File: src/spi_reg_pkg.sv
package spi_reg_pkg;

  typedef logic [2:0] reg_addr_t;

  localparam reg_addr_t ADDR_CR1 = 3'd0;
  localparam reg_addr_t ADDR_CR2 = 3'd1;
  localparam reg_addr_t ADDR_BR  = 3'd2;
  localparam reg_addr_t ADDR_SR  = 3'd3;
  localparam reg_addr_t ADDR_DR  = 3'd5;

  localparam logic [7:0] CR1_RESET = 8'h04;
  localparam logic [7:0] CR2_RESET = 8'h00;
  localparam logic [7:0] BR_RESET  = 8'h00;
  localparam logic [7:0] CR2_MASK  = 8'h1B;
  localparam logic [7:0] BR_MASK   = 8'h77;

  localparam int CR1_SPIE  = 7;
  localparam int CR1_SPE   = 6;
  localparam int CR1_SPTIE = 5;
  localparam int CR1_MSTR  = 4;
  localparam int CR1_CPOL  = 3;
  localparam int CR1_CPHA  = 2;
  localparam int CR1_SSOE  = 1;
  localparam int CR1_LSBFE = 0;

  localparam int CR2_MODFEN  = 4;
  localparam int CR2_SPISWAI = 1;

  // BR holds sppr in the upper nibble and spr in the lower one
  localparam int BR_SPPR_LSB = 4;
  localparam int BR_SPR_LSB  = 0;

  localparam int SR_SPIF  = 7;
  localparam int SR_SPTEF = 5;
  localparam int SR_MODF  = 4;

  typedef enum logic [1:0] {IDLE, SETUP, ENABLE} apb_state_e;

endpackage

File: src/spi_xfer_pkg.sv
package spi_xfer_pkg;

  typedef logic [7:0] spi_byte_t;
  typedef logic [2:0] spi_div_t;

  // wide enough for (7+1) << 7
  typedef logic [10:0] spi_count_t;

  // sck edges in one byte
  typedef logic [3:0] spi_edge_t;
  localparam spi_edge_t LAST_EDGE = 4'd15;

  typedef enum logic [1:0] {SPI_RUN, SPI_WAIT, SPI_STOP} spi_mode_e;

  typedef struct packed {
    logic     cpol;
    logic     cpha;
    logic     lsbfe;
    logic     ssoe;
    spi_div_t sppr;
    spi_div_t spr;
  } spi_cfg_t;

  typedef struct packed {
    logic      tip;
    logic      done;
    spi_byte_t rx_data;
  } spi_status_t;

endpackage

File: src/spi_apb_regs.sv
`timescale 1ns/1ns

module spi_apb_regs
  import spi_reg_pkg::*;
  import spi_xfer_pkg::*;
(
  input  logic        PClk,
  input  logic        PRESETn,
  input  logic        psel,
  input  logic        penable,
  input  logic        pwrite,
  input  reg_addr_t   paddr,
  input  spi_byte_t   pwdata,
  output spi_byte_t   prdata,
  output logic        pready,
  output logic        pslverr,
  input  logic        ss_in,
  input  spi_status_t status,
  output spi_cfg_t    cfg,
  output logic        start,
  output spi_byte_t   tx_data,
  output logic        baud_run,
  output spi_mode_e   mode,
  output logic        irq
);

  apb_state_e state;
  apb_state_e state_nxt;
  spi_mode_e  mode_nxt;
  spi_byte_t  cr1;
  spi_byte_t  cr2;
  spi_byte_t  br;
  spi_byte_t  dr;
  spi_byte_t  sr;
  logic       access;
  logic       wr_en;
  logic       rd_en;
  logic       dr_wr;
  logic       spif;
  logic       sptef;
  logic       modf;

  // state holds the phase of the previous cycle
  always_ff @(posedge PClk) begin
    if (!PRESETn) begin
      state <= IDLE;
    end else begin
      state <= state_nxt;
    end
  end

  always_comb begin
    case (state)
      IDLE:    state_nxt = (psel && !penable) ? SETUP : IDLE;
      SETUP:   state_nxt = (psel && penable) ? ENABLE : (psel ? SETUP : IDLE);
      ENABLE:  state_nxt = (psel && !penable) ? SETUP : IDLE;
      default: state_nxt = IDLE;
    endcase
  end

  assign access  = (state == SETUP) && psel && penable;
  assign pready  = access;
  assign wr_en   = access && pwrite;
  assign rd_en   = access && !pwrite;
  assign pslverr = wr_en && (paddr == ADDR_DR) && status.tip;
  assign dr_wr   = wr_en && (paddr == ADDR_DR) && !status.tip;

  always_ff @(posedge PClk) begin
    if (!PRESETn) begin
      cr1 <= CR1_RESET;
      cr2 <= CR2_RESET;
      br  <= BR_RESET;
    end else if (wr_en) begin
      case (paddr)
        ADDR_CR1: cr1 <= pwdata;
        ADDR_CR2: cr2 <= pwdata & CR2_MASK;
        ADDR_BR:  br  <= pwdata & BR_MASK;
        default:  ;
      endcase
    end
  end

  // a new tx byte wins over rx capture and start sends dr in the next cycle
  always_ff @(posedge PClk) begin
    if (!PRESETn) begin
      dr    <= '0;
      spif  <= 1'b0;
      start <= 1'b0;
    end else begin
      if (dr_wr) begin
        dr <= pwdata;
      end else if (status.done) begin
        dr <= status.rx_data;
      end
      if (status.done) begin
        spif <= 1'b1;
      end else if (rd_en && (paddr == ADDR_DR)) begin
        spif <= 1'b0;
      end
      start <= dr_wr && cr1[CR1_SPE] && cr1[CR1_MSTR] && (mode == SPI_RUN);
    end
  end

  assign cfg.cpol  = cr1[CR1_CPOL];
  assign cfg.cpha  = cr1[CR1_CPHA];
  assign cfg.lsbfe = cr1[CR1_LSBFE];
  assign cfg.ssoe  = cr1[CR1_SSOE];
  assign cfg.sppr  = br[BR_SPPR_LSB +: 3];
  assign cfg.spr   = br[BR_SPR_LSB +: 3];
  assign tx_data   = dr;

  assign sptef = !status.tip && !start;
  assign modf  = !ss_in && cr1[CR1_MSTR] && cr2[CR2_MODFEN] && !cr1[CR1_SSOE];

  always_comb begin
    sr = '0;
    sr[SR_SPIF]  = spif;
    sr[SR_SPTEF] = sptef;
    sr[SR_MODF]  = modf;
  end

  always_comb begin
    prdata = '0;
    if (rd_en) begin
      case (paddr)
        ADDR_CR1: prdata = cr1;
        ADDR_CR2: prdata = cr2;
        ADDR_BR:  prdata = br;
        ADDR_SR:  prdata = sr;
        ADDR_DR:  prdata = dr;
        default:  prdata = '0;
      endcase
    end
  end

  always_ff @(posedge PClk) begin
    if (!PRESETn) begin
      mode <= SPI_RUN;
    end else begin
      mode <= mode_nxt;
    end
  end

  always_comb begin
    mode_nxt = mode;
    case (mode)
      SPI_RUN: begin
        if (!cr1[CR1_SPE]) mode_nxt = SPI_WAIT;
      end
      SPI_WAIT: begin
        if (cr1[CR1_SPE]) begin
          mode_nxt = SPI_RUN;
        end else if (cr2[CR2_SPISWAI]) begin
          mode_nxt = SPI_STOP;
        end
      end
      SPI_STOP: begin
        if (!cr2[CR2_SPISWAI]) begin
          mode_nxt = SPI_WAIT;
        end else if (cr1[CR1_SPE]) begin
          mode_nxt = SPI_RUN;
        end
      end
      default: mode_nxt = SPI_RUN;
    endcase
  end

  // transfers pause outside run
  assign baud_run = (mode == SPI_RUN);
  assign irq = (cr1[CR1_SPIE] && spif) || (cr1[CR1_SPTIE] && sptef);

  // a DR write during a transfer must never restart the shifter
  a_start_idle: assert property (@(posedge PClk) disable iff (!PRESETn)
    start |-> !status.tip);

  // every ENABLE phase completes at once, so an error response always comes with ready
  a_enable_ready: assert property (@(posedge PClk) disable iff (!PRESETn)
    (psel && penable) |-> pready);

endmodule

File: src/spi_baud_gen.sv
`timescale 1ns/1ns

module spi_baud_gen
  import spi_xfer_pkg::*;
(
  input  logic     PClk,
  input  logic     PRESETn,
  input  spi_cfg_t cfg,
  input  logic     run,
  input  logic     clear,
  output logic     tick
);

  spi_count_t div;
  spi_count_t cnt;

  // half-period of sck in PClk cycles
  assign div = (spi_count_t'(cfg.sppr) + spi_count_t'(1)) << cfg.spr;

  always_ff @(posedge PClk) begin
    if (!PRESETn) begin
      cnt <= '0;
    end else if (clear) begin
      cnt <= div - spi_count_t'(1);
    end else if (run) begin
      if (cnt == '0) begin
        cnt <= div - spi_count_t'(1);
      end else begin
        cnt <= cnt - spi_count_t'(1);
      end
    end
  end

  assign tick = run && !clear && (cnt == '0);

  a_tick_spacing: assert property (@(posedge PClk) disable iff (!PRESETn)
    (tick && (div != spi_count_t'(1))) |=> !tick);

endmodule

File: src/spi_shifter.sv
`timescale 1ns/1ns

module spi_shifter
  import spi_xfer_pkg::*;
(
  input  logic        PClk,
  input  logic        PRESETn,
  input  spi_cfg_t    cfg,
  input  logic        start,
  input  spi_byte_t   tx_data,
  input  logic        tick,
  input  logic        miso,
  output spi_status_t status,
  output logic        baud_clear,
  output logic        sck,
  output logic        mosi,
  output logic        ss_n
);

  logic      tip;
  logic      done;
  spi_edge_t edge_cnt;
  spi_byte_t tx_sr;
  spi_byte_t rx_sr;
  logic      sample_edge;
  logic      last_edge;

  // even edges lead, odd edges trail
  assign sample_edge = (edge_cnt[0] == cfg.cpha);
  assign last_edge   = (edge_cnt == LAST_EDGE);

  always_ff @(posedge PClk) begin
    if (!PRESETn) begin
      tip      <= 1'b0;
      done     <= 1'b0;
      edge_cnt <= '0;
      sck      <= cfg.cpol;
      ss_n     <= 1'b1;
    end else begin
      done <= 1'b0;
      if (start) begin
        tip      <= 1'b1;
        edge_cnt <= '0;
        sck      <= cfg.cpol;
        ss_n     <= !cfg.ssoe;
      end else if (tip) begin
        if (tick) begin
          sck      <= !sck;
          edge_cnt <= edge_cnt + spi_edge_t'(1);
          if (last_edge) begin
            tip  <= 1'b0;
            done <= 1'b1;
            ss_n <= 1'b1;
          end
        end
      end else begin
        sck  <= cfg.cpol;
        ss_n <= 1'b1;
      end
    end
  end

  // first bit is already on mosi at start, so edge 0 never shifts
  always_ff @(posedge PClk) begin
    if (start) begin
      tx_sr <= tx_data;
    end else if (tip && tick && !sample_edge && (edge_cnt != '0)) begin
      if (cfg.lsbfe) begin
        tx_sr <= {1'b0, tx_sr[7:1]};
      end else begin
        tx_sr <= {tx_sr[6:0], 1'b0};
      end
    end
  end

  always_ff @(posedge PClk) begin
    if (tip && tick && sample_edge) begin
      if (cfg.lsbfe) begin
        rx_sr <= {miso, rx_sr[7:1]};
      end else begin
        rx_sr <= {rx_sr[6:0], miso};
      end
    end
  end

  assign mosi = cfg.lsbfe ? tx_sr[0] : tx_sr[7];

  assign baud_clear     = !tip;
  assign status.tip     = tip;
  assign status.done    = done;
  assign status.rx_data = rx_sr;

  a_ss_idle: assert property (@(posedge PClk) disable iff (!PRESETn)
    !tip |-> ss_n);

endmodule

File: src/spi_apb_top.sv
`timescale 1ns/1ns

module spi_apb_top
  import spi_reg_pkg::*;
  import spi_xfer_pkg::*;
(
  input  logic      PClk,
  input  logic      PRESETn,
  input  logic      psel,
  input  logic      penable,
  input  logic      pwrite,
  input  reg_addr_t paddr,
  input  spi_byte_t pwdata,
  output spi_byte_t prdata,
  output logic      pready,
  output logic      pslverr,
  input  logic      ss_in,
  input  logic      miso,
  output logic      sck,
  output logic      mosi,
  output logic      ss_n,
  output logic      irq,
  output spi_mode_e mode
);

  spi_cfg_t    cfg;
  spi_status_t status;
  spi_byte_t   tx_data;
  logic        start;
  logic        baud_run;
  logic        baud_clear;
  logic        tick;

  spi_apb_regs u_spi_apb_regs (
    .PClk     (PClk),
    .PRESETn  (PRESETn),
    .psel     (psel),
    .penable  (penable),
    .pwrite   (pwrite),
    .paddr    (paddr),
    .pwdata   (pwdata),
    .prdata   (prdata),
    .pready   (pready),
    .pslverr  (pslverr),
    .ss_in    (ss_in),
    .status   (status),
    .cfg      (cfg),
    .start    (start),
    .tx_data  (tx_data),
    .baud_run (baud_run),
    .mode     (mode),
    .irq      (irq)
  );

  spi_baud_gen u_spi_baud_gen (
    .PClk    (PClk),
    .PRESETn (PRESETn),
    .cfg     (cfg),
    .run     (baud_run),
    .clear   (baud_clear),
    .tick    (tick)
  );

  spi_shifter u_spi_shifter (
    .PClk       (PClk),
    .PRESETn    (PRESETn),
    .cfg        (cfg),
    .start      (start),
    .tx_data    (tx_data),
    .tick       (tick),
    .miso       (miso),
    .status     (status),
    .baud_clear (baud_clear),
    .sck        (sck),
    .mosi       (mosi),
    .ss_n       (ss_n)
  );

endmodule

File: config.mk
export PLATFORM = sky130hd
export DESIGN_NAME = spi_apb_top
export DESIGN_NICKNAME = d
export VERILOG_FILES = /design/src/spi_reg_pkg.sv /design/src/spi_xfer_pkg.sv /design/src/spi_apb_regs.sv /design/src/spi_baud_gen.sv /design/src/spi_shifter.sv /design/src/spi_apb_top.sv
export SDC_FILE = /design/constraint.sdc
export NUM_CORES = 1
export LEC_CHECK = 0
export ABC_AREA = 1
export BUFFER_PORTS_ARGS = -buffer_cell sky130_fd_sc_hd__buf_2
export CAP_MARGIN = 20
export CELL_PAD_IN_SITES_DETAIL_PLACEMENT = 1
export CELL_PAD_IN_SITES_GLOBAL_PLACEMENT = 1
export CORE_ASPECT_RATIO = 1.1
export CORE_MARGIN = 3
export CORE_UTILIZATION = 44
export DETAILED_ROUTE_END_ITERATION = 8
export PLACE_DENSITY_LB_ADDON = 0.08
export SLEW_MARGIN = 15
export SYNTH_ARGS = -nofsm -noshare
export SYNTH_HDL_FRONTEND = slang
export SYNTH_SLANG_ARGS = --single-unit
File: constraint.sdc
create_clock -name PClk -period 2.2 [get_ports PClk]
set_input_delay 0.22 -clock PClk [delete_from_list [all_inputs] [get_ports PClk]]
set_output_delay 0.22 -clock PClk [all_outputs]
set_load 0.01 [all_outputs]
==> results.sh <==
export IMPL_dieArea_um2=9880
export IMPL_detailedPlacementHpwl_um=8920
export IMPL_cts_clk_slew_worst_paths_ns=0.08
export IMPL_grt_start_max_net_pins=30
export IMPL_cp_common_cell="inv_1"
export IMPL_antenna_violations_before_repair=0
export IMPL_clock_buffers_created_by_tritoncts=9
export IMPL_rows=35
export IMPL_worst_path_dominant_cell_family="simple AND/OR/NAND/NOR gates"
export IMPL_antenna_violating_nets_post_route=0
export IMPL_globalplace_congestion=0.848
export IMPL_power_density_nw_per_um2=582
export IMPL_num_io_pins=34
export IMPL_grt_usage_pct=25.0
export IMPL_gr_usage_met2_pct=43.7
export IMPL_critical_path_cell_chain="inv_1 > ha_1 > inv_1 > nor2_1 > nand2_2 > inv_2 > nand4_1 > nor2_2 > inv_1 > nor2_1 > buf_4"
export IMPL_run_status="finished clean"
export IMPL_timing_rr_start="u_spi_baud_gen.cnt[0]"
export IMPL_tritoncts="built"
export IMPL_synth_cell_area_um2=3840
export IMPL_grt_met1_usage_pct=31.4
export IMPL_synth_top_cells_by_area="dfxtp_1, edfxtp_1, nand2_1"
export IMPL_area_growth_pct=14.4
export IMPL_cts_max_level=3
export IMPL_routed_wirelength_um=11700
export IMPL_synth_yosys_warnings=0
export IMPL_ys_seq_elements=67
export IMPL_grt_pass1_vias=3876
export IMPL_crit_buf_inv=5
export IMPL_grtUsageMet3_pct=3.62
export IMPL_final_setup_viol_count=0
export IMPL_global_route_overflow_total=0
export IMPL_final_hold_vio_count=0
export IMPL_drive_gt1_share_pct=18.4
export IMPL_routed_wire_length_per_instance_um=17.1
export IMPL_hold_end="u_spi_apb_regs.state[0]"
export IMPL_core_region_area_um2=8450
export IMPL_timing_critical_path_slowest_cell_delay_ns=0.33
export IMPL_postLayoutCellArea_um2=4390
export IMPL_width_of_the_die_um=95.0
export IMPL_timing_slew_headroom_pct=59.5
export IMPL_cell_area_reported_after_detailed_placement_um2=4160
export IMPL_io_buffers=33
export IMPL_final_period_minus_worst_setup_slack_ns=2.03
export IMPL_num_nets_final=590
export IMPL_syn_inst=525
export IMPL_max_cap_viols=0
export IMPL_worst_ep_required_time_ns=2.27
export IMPL_via_count=3741
export IMPL_worstHoldStart="penable"
export IMPL_worstReg2RegEnd="u_spi_shifter.rx_sr[6]"
export IMPL_worst_r2r_setup_slack_ns=0.17
export IMPL_clock_sinks=67
export IMPL_synth_nets=548
export IMPL_utilization_pct=52.0
export IMPL_grt_pass1_wl_um=19400
export IMPL_setup_worst_path_start_class="flop"
export IMPL_critPathKind="reg2reg"
export IMPL_element_type_at_the_critical_path_end="flop"
export IMPL_yosysTopAreaCell="dfxtp_1"
export IMPL_floorplan_die_height_um=104
export IMPL_timing_hold_worst_path_depth=2
export IMPL_fmaxAchievable_ghz=0.493
export IMPL_diodes=0
export IMPL_worst_r2r_path_depth=11
export IMPL_worst_slew_pin_slew_ns=0.605
export IMPL_cts_hold_fix_buffers=0
export IMPL_worst_endpoint_arrival_ns=2.10
export IMPL_detailedRoute_firstPassIterationCount=4
export IMPL_top_area_cell_type_share_of_the_netlist_area_pct=26.1
export IMPL_detail_route_vias_per_cell=5.48
export IMPL_path_max_fanout=8
export IMPL_clock_latency_ns=0.35
export IMPL_hp_class="in2reg"
export IMPL_report_final_slew_viol_count=0
export IMPL_cts_path_max_buffers=2
export IMPL_drt_iter0_drc=199
export IMPL_avgSynthCellArea_um2=7.31
export IMPL_seq_area_frac_synth_pct=39.4
export IMPL_grt_busiest_layer="met2"
export IMPL_remaining_drc_errors=0
export IMPL_crit_slowest_cell="dfxtp_1"
export IMPL_post_synth_num_cell_types=47
export IMPL_power_leakage_nw=1.92
export IMPL_floorplan_initialDensity_pct=45.4
export IMPL_finalCritPeriodShare_pct=92.2
export IMPL_finClkSkew_ns=0.0139
export IMPL_clock_root_buffer="clkbuf_8"
export IMPL_post_layout_total_power_mw=2.56
export IMPL_max_vdd_ir_drop_mv=0.384
[logic make-up (layout without fill, tap and decap cells)]
| group | Yosys count | count (layout) | share of synthesized area [%] |
|---|---|---|---|
| AOI/OAI and AO/OA | 131 | 131 | 19.8 |
| DFF | 67 | 67 | 39.4 |
| xor gates and xnor gates | 9 | 9 | 2.05 |
| adders and majority gates | 5 | 5 | 1.63 |
| and+or+nand+nor | 218 | 218 | 26.3 |
| buffers and inverters | 95 | 142 | 10.8 |
[worst max path at each step]
stage | startpoint | end | slack (ns) | depth (start not counted)
6_report | u_spi_baud_gen.cnt[0] | u_spi_shifter.rx_sr[6] | 0.17 | 11
5_1_grt | u_spi_baud_gen.cnt[0] | u_spi_shifter.rx_sr[5] | -0.01 | 11
4_1_cts | u_spi_baud_gen.cnt[0] | u_spi_shifter.tx_sr[3] | 0.08 | 10
3_5_place_dp | u_spi_baud_gen.cnt[0] | u_spi_shifter.tx_sr[3] | 0.17 | 10
3_3_place_gp | u_spi_apb_regs.br[5] | u_spi_baud_gen.cnt[8] | 0.26 | 13
2_1_floorplan | u_spi_baud_gen.cnt[0] | u_spi_shifter.rx_sr[0] | 0.29 | 10
[registers in the layout (all words and copies together) (netlist names)]
name and flops:
u_spi_apb_regs.br 6, u_spi_apb_regs.cr1 8, u_spi_apb_regs.cr2 4, u_spi_apb_regs.mode 2
u_spi_apb_regs.spif 1, u_spi_apb_regs.start 1, u_spi_apb_regs.state 2, u_spi_apb_regs.tx_data 8
u_spi_baud_gen.cnt 11, u_spi_shifter.done 1, u_spi_shifter.edge_cnt 4, u_spi_shifter.rx_sr 8
u_spi_shifter.sck 1, u_spi_shifter.ss_n 1, u_spi_shifter.tip 1, u_spi_shifter.tx_sr 8
[where the power goes]
group | switching, mW | leakage (nW) | total, mW | internal [mW]
sequential | 0.00375 | 0.558 | 1.26 | 1.26
combinational | 0.0730 | 1.25 | 0.107 | 0.0344
clock | 0.540 | 0.112 | 1.19 | 0.647
total | 0.617 | 1.92 | 2.56 | 1.94
[layer usage]
metal  vias to the layer above  routed length, um
met4                         0                206
met5                         -                  0
met3                        17                386
met1                      1826               5110
met2                        64               6000
li1                       1834                  -
[area by class of cell]
type,instances,area (um^2)
inverters,80,332
clock inverters,7,98.8
flip-flops and latches,67,1510
well taps,111,139
repair buffers,46,263
multi-input cells,363,1920
clock buffers,9,124
fillers,1153,4060
[Yosys cell counts, drive strengths merged]
library cell,number
clkbuf,7
nand4,5
inv,78
nand3b,1
o22ai,6
nor3,5
nor3b,2
bufinv,1
o211ai,5
edfxtp,17
or2,2
nor2,48
a211oi,3
o21a,1
o221ai,4
clkinv,1
a221oi,5
o21ai,57
ha,5
a2111oi,1
a21oi,38
dfxtp,50
xor2,8
nand3,38
a41oi,1
buf,8
xnor2,1
a32o,1
a31oi,5
a22oi,3
nand2,117
o2111ai,1
[worst reg2reg max path: stages (launching register included)]
cell and delay, ns:
dfxtp_1 0.33, inv_1 0.08, ha_1 0.20, inv_1 0.07, nor2_1 0.16, nand2_2 0.11
inv_2 0.09, nand4_1 0.14, nor2_2 0.15, inv_1 0.10, nor2_1 0.13, buf_4 0.19
[stage by stage]
stage	TNS [ns]	worst slack (ns)	hold WS, ns	instances
2_1_floorplan	0	0.294	0.297	525
3_3_place_gp	0	0.259	0.401	667
3_5_place_dp	0	0.165	0.408	667
4_1_cts	0	0.0794	0.0330	683
5_1_grt	-0.0254	-0.0120	0.0453	683
6_report	0	0.172	0.0445	683
[layout by cell type, fill, tap and decap left out, types with 4 or more instances in the layout]
| master | n |
|---|---|
| nand2_1 | 111 |
| inv_1 | 68 |
| o21ai_0 | 49 |
| dfxtp_1 | 48 |
| nor2_1 | 38 |
| a21oi_1 | 37 |
| buf_2 | 33 |
| nand3_1 | 29 |
| edfxtp_1 | 17 |
| buf_4 | 13 |
| inv_2 | 9 |
| nor2_2 | 9 |
| nand3_2 | 9 |
| clkbuf_8 | 9 |
| xor2_1 | 8 |
| o22ai_1 | 6 |
| o21ai_1 | 6 |
| o211ai_1 | 5 |
| nand4_1 | 5 |
| a221oi_1 | 5 |
| a31oi_1 | 5 |
| o221ai_1 | 4 |
| nand2_2 | 4 |
| ha_1 | 4 |
[repair_timing]
action	4_1_cts	5_1_grt
hold endpoints to repair	0	0
endpoints found under the setup margin	0	19
setup buffers	0	0
resized for setup	0	7
Note: power is estimated with default switching activity, not from simulation.
